File: src/msx_pkg.sv
//////////////////////////////
// MSX device package
// Register numbers, port offsets, envelope types
// and bus constants shared by the devices
//////////////////////////////

package msx_pkg;

    // PSG register numbers as seen through the address latch
    typedef enum logic [3:0] {
        REG_TONE_FINE   = 4'd0,
        REG_TONE_COARSE = 4'd1,
        REG_MIXER       = 4'd7,
        REG_AMPLITUDE   = 4'd8,
        REG_ENV_FINE    = 4'd11,
        REG_ENV_COARSE  = 4'd12,
        REG_ENV_SHAPE   = 4'd13,
        REG_PORT_A      = 4'd14
    } psg_reg_e;

    // PSG port offsets from the PSG base
    localparam logic [7:0] PSG_OFS_LATCH = 8'd0;
    localparam logic [7:0] PSG_OFS_WRITE = 8'd1;
    localparam logic [7:0] PSG_OFS_READ  = 8'd2;

    // PPI port offsets from the PPI base
    localparam logic [7:0] PPI_OFS_SLOT  = 8'd0;
    localparam logic [7:0] PPI_OFS_KEYS  = 8'd1;
    localparam logic [7:0] PPI_OFS_PORTC = 8'd2;
    localparam logic [7:0] PPI_OFS_CTRL  = 8'd3;

    // Low nibble of PSG register 13
    typedef struct packed {
        logic cont;
        logic attack;
        logic alternate;
        logic hold;
    } env_shape_t;

    typedef enum logic [1:0] {
        ENV_IDLE = 2'd0,
        ENV_RUN  = 2'd1,
        ENV_HOLD = 2'd2
    } env_state_t;

    // Value an unselected device puts on the data bus
    localparam logic [7:0]  BUS_IDLE    = 8'hFF;
    localparam logic [15:0] LEVEL_SCALE = 16'd1024;
    localparam logic [15:0] BEEP_LEVEL  = 16'd4096;

endpackage

File: src/cpu_bus_if.sv
//////////////////////////////
// CPU I/O bus
// Carries one Z80 I/O cycle from the top
// level to every device
//////////////////////////////

`timescale 1ns/100ps

interface cpu_bus_if;

    logic [7:0] addr;
    logic [7:0] wdata;
    logic       wr;
    logic       rd;
    logic       clk;

    // Driven by the top level
    modport host_mp (
        output addr,
        output wdata,
        output wr,
        output rd,
        output clk
    );

    // Devices only listen
    modport device_mp (
        input addr,
        input wdata,
        input wr,
        input rd,
        input clk
    );

endinterface

File: src/dev_ppi.sv
//////////////////////////////
// 8255 PPI device
// Slot register, keyboard row scan and
// port C with key-click
//////////////////////////////

`timescale 1ns/100ps

module dev_ppi #(
    parameter logic [7:0] BASE = 8'hA8
) (
    input  logic         clk,
    input  logic         rst_n,
    cpu_bus_if.device_mp bus,
    input  logic [63:0]  kb_matrix,
    output logic [7:0]   data,
    output logic [7:0]   slot_config,
    output logic         keybeep
);

    localparam logic [7:0] ADDR_SLOT  = BASE + msx_pkg::PPI_OFS_SLOT;
    localparam logic [7:0] ADDR_KEYS  = BASE + msx_pkg::PPI_OFS_KEYS;
    localparam logic [7:0] ADDR_PORTC = BASE + msx_pkg::PPI_OFS_PORTC;
    localparam logic [7:0] ADDR_CTRL  = BASE + msx_pkg::PPI_OFS_CTRL;

    logic [7:0] port_c;
    logic [7:0] row_data;

    always_ff @(posedge clk) begin
        if (!rst_n) begin
            slot_config <= 8'h00;
            port_c      <= 8'h00;
        end else if (bus.wr) begin
            case (bus.addr)
                ADDR_SLOT:  slot_config <= bus.wdata;
                ADDR_PORTC: port_c      <= bus.wdata;
                ADDR_CTRL: begin
                    // Bit set/reset only, mode words are ignored
                    if (!bus.wdata[7]) begin
                        port_c[bus.wdata[3:1]] <= bus.wdata[0];
                    end
                end
                default: ;
            endcase
        end
    end

    // Matrix holds rows 0 to 7, higher rows read as no key pressed
    assign row_data = port_c[3] ? msx_pkg::BUS_IDLE : kb_matrix[{port_c[2:0], 3'b000} +: 8];
    assign keybeep  = port_c[7];

    always_comb begin
        data = msx_pkg::BUS_IDLE;
        if (bus.rd) begin
            case (bus.addr)
                ADDR_SLOT:  data = slot_config;
                ADDR_KEYS:  data = row_data;
                ADDR_PORTC: data = port_c;
                default:    data = msx_pkg::BUS_IDLE;
            endcase
        end
    end

    // The host never drives a read and a write in one cycle
    a_no_rd_wr: assert property (
        @(posedge bus.clk) disable iff (!rst_n)
        !(bus.wr && bus.rd)
    );

endmodule

File: src/dev_psg.sv
//////////////////////////////
// PSG sound device
// Register file, tone channel A, envelope,
// mixer and joystick read-back
//////////////////////////////

`timescale 1ns/100ps

module dev_psg #(
    parameter logic [7:0] BASE     = 8'hA0,
    parameter int         PRESCALE = 16
) (
    input  logic               clk,
    input  logic               rst_n,
    cpu_bus_if.device_mp       bus,
    input  logic [5:0]         joy,
    output logic [7:0]         data,
    output logic signed [15:0] sound
);

    localparam logic [7:0] ADDR_LATCH = BASE + msx_pkg::PSG_OFS_LATCH;
    localparam logic [7:0] ADDR_WRITE = BASE + msx_pkg::PSG_OFS_WRITE;
    localparam logic [7:0] ADDR_READ  = BASE + msx_pkg::PSG_OFS_READ;
    localparam int         PW         = (PRESCALE > 1) ? $clog2(PRESCALE) : 1;

    logic [3:0]          reg_sel;
    logic [7:0]          regs [16];
    logic [PW-1:0]       presc;
    logic                tick;
    logic                reg_wr;
    logic                tone_restart;
    logic                env_restart;
    logic                env_timer_restart;
    logic                tone_pulse;
    logic                env_pulse;
    logic                square;
    logic [3:0]          env_level;
    logic [3:0]          level;
    logic [15:0]         amp;
    msx_pkg::env_shape_t shape;

    assign reg_wr       = bus.wr && (bus.addr == ADDR_WRITE);
    assign tone_restart = reg_wr && (reg_sel == msx_pkg::REG_TONE_FINE ||
                                     reg_sel == msx_pkg::REG_TONE_COARSE);
    assign env_restart  = reg_wr && (reg_sel == msx_pkg::REG_ENV_SHAPE);
    assign env_timer_restart = env_restart || (reg_wr && (reg_sel == msx_pkg::REG_ENV_FINE ||
                                                          reg_sel == msx_pkg::REG_ENV_COARSE));

    always_ff @(posedge clk) begin
        if (!rst_n) begin
            reg_sel <= 4'd0;
            for (int i = 0; i < 16; i++) begin
                regs[i] <= 8'd0;
            end
        end else if (bus.wr && bus.addr == ADDR_LATCH) begin
            reg_sel <= bus.wdata[3:0];
        end else if (reg_wr) begin
            regs[reg_sel] <= bus.wdata;
        end
    end

    // Shared prescaler, realigned by any generator restart
    assign tick = (presc == PW'(PRESCALE - 1));

    always_ff @(posedge clk) begin
        if (!rst_n) begin
            presc <= '0;
        end else if (tone_restart || env_timer_restart || tick) begin
            presc <= '0;
        end else begin
            presc <= presc + PW'(1);
        end
    end

    psg_tone #(.WIDTH(12)) u_tone (
        .clk     (clk),
        .rst_n   (rst_n),
        .tick    (tick),
        .restart (tone_restart),
        .period  ({regs[msx_pkg::REG_TONE_COARSE][3:0], regs[msx_pkg::REG_TONE_FINE]}),
        .pulse   (tone_pulse)
    );

    psg_tone #(.WIDTH(16)) u_env_timer (
        .clk     (clk),
        .rst_n   (rst_n),
        .tick    (tick),
        .restart (env_timer_restart),
        .period  ({regs[msx_pkg::REG_ENV_COARSE], regs[msx_pkg::REG_ENV_FINE]}),
        .pulse   (env_pulse)
    );

    // New shape is taken straight from the bus on the restarting write
    assign shape = env_restart ? msx_pkg::env_shape_t'(bus.wdata[3:0])
                               : msx_pkg::env_shape_t'(regs[msx_pkg::REG_ENV_SHAPE][3:0]);

    psg_envelope u_env (
        .clk     (clk),
        .rst_n   (rst_n),
        .restart (env_restart),
        .shape   (shape),
        .step    (env_pulse),
        .level   (env_level)
    );

    always_ff @(posedge clk) begin
        if (!rst_n) begin
            square <= 1'b0;
        end else if (tone_pulse) begin
            square <= ~square;
        end
    end

    // Mixer bit 0 set means the tone is off and the level passes through
    assign level = regs[msx_pkg::REG_AMPLITUDE][4] ? env_level
                                                   : regs[msx_pkg::REG_AMPLITUDE][3:0];
    assign amp   = 16'(level) * msx_pkg::LEVEL_SCALE;
    assign sound = (regs[msx_pkg::REG_MIXER][0] || square) ? $signed(amp) : 16'sd0;

    always_comb begin
        data = msx_pkg::BUS_IDLE;
        if (bus.rd && bus.addr == ADDR_READ) begin
            if (reg_sel == msx_pkg::REG_PORT_A) begin
                data = {2'b11, joy};
            end else begin
                data = regs[reg_sel];
            end
        end
    end

endmodule

File: src/msx_devices.sv
//////////////////////////////
// MSX I/O device block
// Decodes I/O cycles for the PSG and PPI
// and merges their data and sound
//////////////////////////////

`timescale 1ns/100ps

module msx_devices #(
    parameter logic [7:0] PSG_BASE = 8'hA0,
    parameter logic [7:0] PPI_BASE = 8'hA8,
    parameter int         PRESCALE = 16
) (
    input  logic               clk,
    input  logic               rst_n,
    input  logic [7:0]         io_addr,
    input  logic [7:0]         io_data,
    input  logic               io_wr,
    input  logic               io_rd,
    input  logic [5:0]         joy,
    input  logic [63:0]        kb_matrix,
    output logic [7:0]         data,
    output logic signed [15:0] sound,
    output logic [7:0]         slot_config,
    output logic               keybeep
);

    cpu_bus_if bus ();

    logic [7:0]         psg_data;
    logic [7:0]         ppi_data;
    logic signed [15:0] psg_sound;
    logic [15:0]        beep_term;

    assign bus.clk   = clk;
    assign bus.addr  = io_addr;
    assign bus.wdata = io_data;
    assign bus.wr    = io_wr;
    assign bus.rd    = io_rd;

    dev_psg #(.BASE(PSG_BASE), .PRESCALE(PRESCALE)) u_psg (
        .clk   (clk),
        .rst_n (rst_n),
        .bus   (bus.device_mp),
        .joy   (joy),
        .data  (psg_data),
        .sound (psg_sound)
    );

    dev_ppi #(.BASE(PPI_BASE)) u_ppi (
        .clk         (clk),
        .rst_n       (rst_n),
        .bus         (bus.device_mp),
        .kb_matrix   (kb_matrix),
        .data        (ppi_data),
        .slot_config (slot_config),
        .keybeep     (keybeep)
    );

    // Idle devices return FF, so AND selects the active one
    assign data = psg_data & ppi_data;

    assign beep_term = keybeep ? msx_pkg::BEEP_LEVEL : 16'd0;
    assign sound     = psg_sound + $signed(beep_term);

endmodule

File: src/psg_envelope.sv
//////////////////////////////
// PSG envelope generator
// Steps a 4-bit level up or down by the
// shape bits, then repeats or holds
//////////////////////////////

`timescale 1ns/100ps

module psg_envelope (
    input  logic                clk,
    input  logic                rst_n,
    input  logic                restart,
    input  msx_pkg::env_shape_t shape,
    input  logic                step,
    output logic [3:0]          level
);

    msx_pkg::env_state_t state;
    logic [3:0]          cnt;
    logic                dir;        // 1 while counting up
    logic [3:0]          hold_level;

    always_ff @(posedge clk) begin
        if (!rst_n) begin
            state      <= msx_pkg::ENV_IDLE;
            cnt        <= 4'd0;
            dir        <= 1'b0;
            hold_level <= 4'd0;
        end else if (restart) begin
            state <= msx_pkg::ENV_RUN;
            cnt   <= 4'd0;
            dir   <= shape.attack;
        end else if (state == msx_pkg::ENV_RUN && step) begin
            if (cnt != 4'd15) begin
                cnt <= cnt + 4'd1;
            end else if (!shape.cont) begin
                // One-shot shapes end at zero
                state      <= msx_pkg::ENV_HOLD;
                hold_level <= 4'd0;
            end else if (shape.hold) begin
                state      <= msx_pkg::ENV_HOLD;
                hold_level <= (shape.attack ^ shape.alternate) ? 4'd15 : 4'd0;
            end else begin
                // Repeat, flipping direction for triangle shapes
                cnt <= 4'd0;
                if (shape.alternate) begin
                    dir <= ~dir;
                end
            end
        end
    end

    always_comb begin
        case (state)
            msx_pkg::ENV_RUN: begin
                level = dir ? cnt : (4'd15 - cnt);
            end
            msx_pkg::ENV_HOLD: begin
                level = hold_level;
            end
            default: begin
                level = 4'd0;
            end
        endcase
    end

    // Once held, the level is frozen until the next restart
    a_hold_stable: assert property (
        @(posedge clk) disable iff (!rst_n)
        (state == msx_pkg::ENV_HOLD && !restart) |=> $stable(level)
    );

endmodule

File: src/psg_tone.sv
//////////////////////////////
// PSG period counter
// One pulse per programmed number of ticks
//////////////////////////////

`timescale 1ns/100ps

module psg_tone #(
    parameter int WIDTH = 12
) (
    input  logic             clk,
    input  logic             rst_n,
    input  logic             tick,
    input  logic             restart,
    input  logic [WIDTH-1:0] period,
    output logic             pulse
);

    logic [WIDTH-1:0] count;
    logic [WIDTH-1:0] eff_period;

    // Period 0 behaves as period 1
    assign eff_period = (period == '0) ? WIDTH'(1) : period;

    // Last tick of the period fires the pulse in the same cycle
    assign pulse = tick && (count == eff_period - WIDTH'(1));

    always_ff @(posedge clk) begin
        if (!rst_n) begin
            count <= '0;
        end else if (restart) begin
            count <= '0;
        end else if (pulse) begin
            count <= '0;
        end else if (tick) begin
            count <= count + WIDTH'(1);
        end
    end

    // Period only changes together with a restart, so the count never overruns
    a_count_in_range: assert property (
        @(posedge clk) disable iff (!rst_n)
        count < eff_period
    );

endmodule

File: config.mk
export PLATFORM = sky130hd
export DESIGN_NAME = msx_devices
export DESIGN_NICKNAME = d
export VERILOG_FILES = /design/src/msx_pkg.sv /design/src/cpu_bus_if.sv /design/src/dev_ppi.sv /design/src/dev_psg.sv /design/src/msx_devices.sv /design/src/psg_envelope.sv /design/src/psg_tone.sv
export SDC_FILE = /design/constraint.sdc
export NUM_CORES = 1
export LEC_CHECK = 0
export BUFFER_PORTS_ARGS = -buffer_cell sky130_fd_sc_hd__buf_4
export CORE_AREA = 2 2 170 172
export DETAILED_ROUTE_END_ITERATION = 8
export DIE_AREA = 0 0 172 174
export PLACE_DENSITY = 0.54
export RECOVER_POWER = 50
export SYNTH_ARGS = -nofsm -noshare
export SYNTH_HDL_FRONTEND = slang
export SYNTH_SLANG_ARGS = --single-unit
File: constraint.sdc
create_clock -name clk -period 4.9 [get_ports clk]
set_clock_uncertainty 0.1 [all_clocks]
set_input_delay 0.49 -clock clk [delete_from_list [all_inputs] [get_ports clk]]
set_output_delay 0.49 -clock clk [all_outputs]
set_load 0.02 [all_outputs]
==> reports/metrics.cfg <==
[status]
run_status=finished clean

[global_routing]
grt_max_degree=40
overflow=0
grt_pass1_vias=7875
antenna_found_initial=0
grt_first_pass_wirelength_um=47320
globalRouteTotalUtil_pct=21.17

[synth]
ys_seq_area_share_pct=46.48
synth_commonest_cells=sky130_fd_sc_hd__and2_1 (130), sky130_fd_sc_hd__edfxtp_1 (128), sky130_fd_sc_hd__nor2_1 (106)
synthesis.area_per_instance_um2=10.70
yosys_warnings=0
yosysTopAreaCellShare_pct=34.72
postSynthCellCount=1035
syn-cell-area_mm2=0.01107
yosysMostFrequentCell=sky130_fd_sc_hd__and2_1
ys_seq_elements=193
synth-main-ff-cell=sky130_fd_sc_hd__edfxtp_1
post-synth-top-area-cell=sky130_fd_sc_hd__edfxtp_1
yosys.cell_types.count=66
async_reset_ff_share_pct=0
synthTopCellsByArea=sky130_fd_sc_hd__edfxtp_1 (35%), sky130_fd_sc_hd__dfxtp_1 (12%), sky130_fd_sc_hd__mux4_2 (11%)
synth_enable_flop_cells=128

[routing]
route.met3.wl_um=1377
detail_route.vias_per_cell=5.382
wl_um=31000
routed_wire_length_per_instance_um=20.49
dr.max_layer_used=met4
routedLengthMet1_um=14390
vias=8143
met2_length_um=14950
first_pass_iters=5
drc=0
drtAntennaViolNets=0
detailedRoute.firstIterationViolations=672

[placed_design]
place.gp.congestion=0.8764
place_hpwl_um=22420
pre_cts_ws_ps=972.8
place.port_buffers=111

[floorplanning]
rows=62
floorplan.initialDensity_pct=39.20
floorplan.die_area_mm2=0.02993
fp.dieH_um=174
core-area_mm2=0.02824
pin_count=123
die_width_um=172

[setup_path]
worst-r2r-cell-count=12
critPathMaxStageDelay_ps=620
cp-end-kind=register
critical_path.reg2reg.startpoint=u_psg.regs[11][3]
cp_top_family=simple AND/OR/NAND/NOR gates
cpMaxStageDelayCell=sky130_fd_sc_hd__or4_4
r2r_end=u_psg.u_env.cnt[0]
worst_path_arrival_time_ps=4170
cp_num_cells=12
regToRegSetupSlack_ps=950
startpoint=u_psg.regs[11][3]
crit_fanout=8
crit_buf_inv=0
worstSetupPathType=register to register
crit_path_cell_trace=or4_4 > nor3_4 > a31oi_1 > ha_1 > and2b_1 > or3_1 > nand3_1 > nand3_1 > or4_4 > nor4_4 > nand2_1 > a31o_1
required_ps=5130
worstSetupEndpoint=u_psg.u_env.cnt[0]
critical_path.startpoint_type=register

[power_and_ir_drop]
internal_power_mw=2.669
switching_share_pct=24.88
netSwitchingPower_uw=884.0
power_density_mw_per_mm2=278.1
seq_power_share_pct=50.7
comb_power_share_pct=7.4
power.clock.fraction_pct=41.9
vdd_ir_drop_max_mv=0.2307
power.static_leakage_nw=4.581

[sta]
min_period_over_period_pct=80.51
fmax_mhz=253.5
rsz0062_at_grt=no
finalMaxSlewViolations=0
worst_hold_slack_ps=328.5
final_setup_tns_ps=0
remaining_max_slew_budget_at_the_tightest_pin_pct=25.83
timing_worst_slew_pin_value_ps=1111
final-hold-violation-count=0
final-setup-viol-count=0
setup_ws_ps=954.8
layout_min_cycle_time_ps=3945

[job]
cap_violations=0

[layout]
antenna-diode-count=0
layout-area-overhead-vs-synth_pct=15.41
layout-drive-gt1-share_pct=19.75
finish.utilization_pct=45.24
design.final.nets=1216

[cts]
inserted_clock_buffers=17
clkSinkCount=193
cts-root-buf=sky130_fd_sc_hd__clkbuf_16
clk_latency_ps=440
htreeDepth=4
cts_hold_repair.buffers=0
cts_buffer_depth=2
clock_tree_from_tritoncts=yes
cts_setup_buffers=0
cts_resized=0
cts.reportedPaths.clkPinSlew_ps=90

[worst_hold_path]
timing.hold.worst.class=input port to register

==> how the worst min path moves through the flow <==
stage | to | from | cells past startpoint | slack (ps)
floorplan | u_psg.presc[0] | u_psg.presc[0] | 1 | 320
global placement | u_psg.presc[0] | u_psg.presc[0] | 1 | 340
detailed placement | u_psg.presc[0] | u_psg.presc[0] | 1 | 360
CTS | u_ppi.slot_config[7] | io_data[7] | 3 | 320
global route | u_ppi.slot_config[7] | io_data[7] | 3 | 340
finish | u_ppi.slot_config[7] | io_data[7] | 3 | 330
==> placed cells by master (no fill, tap or decap), drive strengths merged, types with 14 or more instances in the layout <==
| master | count |
|---|---|
| clkbuf | 38 |
| xor2 | 24 |
| buf | 108 |
| nor2 | 106 |
| o21ai | 31 |
| mux2i | 17 |
| nor4 | 14 |
| nor3 | 22 |
| mux4 | 56 |
| nand3 | 43 |
| edfxtp | 128 |
| nand2 | 74 |
| and2 | 130 |
| dfxtp | 65 |
| a21oi | 30 |
| nand4 | 15 |
| xnor2 | 39 |
| nand2b | 17 |
| inv | 20 |
==> routing by layer <==
layer  up-vias  global-route usage, %
met5         -                      0
met4         0                  4.237
met3        19                  3.848
met2       209                  33.68
met1      4022                  30.37
li1       3893                      -
==> cell type report <==
class                   count  area, um^2
fillers                  2673       15460
flip-flops and latches    193        5146
clock inverters            15       206.4
multi-input cells         761        5570
inverters                  14       52.55
well taps                 384       480.5
repair buffers            129       893.4
clock buffers              17       425.4
==> flip-flops by register name, indices dropped and copies added, names as in the netlist, named ones only <==
register                 count
u_psg.presc                  4
u_ppi.slot_config            8
u_psg.u_env.state            2
u_psg.reg_sel                4
u_ppi.port_c                 8
u_psg.regs                 128
u_psg.u_env_timer.count     16
u_psg.square                 1
u_psg.u_tone.count          12
u_psg.u_env.hold_level       1
u_psg.u_env.dir              1
u_psg.u_env.cnt              4
==> tightest hold or removal path: stages <==
cell and delay [ps]:
sky130_fd_sc_hd__buf_4 190, sky130_fd_sc_hd__nand3_1 90, sky130_fd_sc_hd__a21oi_1 50
==> cells by family (layout without fill, tap and decap cells) <==
logic type / count (synthesis) / count (layout) / synth area share [%]
fa+ha+maj: 10 / 10 / 1.130
simple gates: 480 / 480 / 23.42
other cells: 1 / 11 / 0.03388
buf+inv: 91 / 175 / 3.538
compound gates: 113 / 113 / 6.296
xor+xnor: 63 / 63 / 4.985
mux: 84 / 84 / 14.12
flops: 193 / 193 / 46.48
==> through the flow <==
step           instances  cell area, um^2  total power [mW]
5_1_grt             1513            12770             3.668
3_3_place_gp        1481            12220             2.102
4_1_cts             1513            12850             3.587
6_report            1513            12770             3.553
2_1_floorplan       1045            11110             1.974
3_5_place_dp        1481            12220             2.104
==> power groups by stage <==
| stage | clock network, mW | logic, mW | registers (mW) |
|---|---|---|---|
| global route | 1.58 | 0.284 | 1.81 |
| finish | 1.49 | 0.263 | 1.80 |
| global placement | 0 | 0.265 | 1.84 |
| floorplan | 0 | 0.154 | 1.82 |
| detailed placement | 0 | 0.266 | 1.84 |
| CTS | 1.52 | 0.267 | 1.80 |
Power figures use the tool's default switching activity.
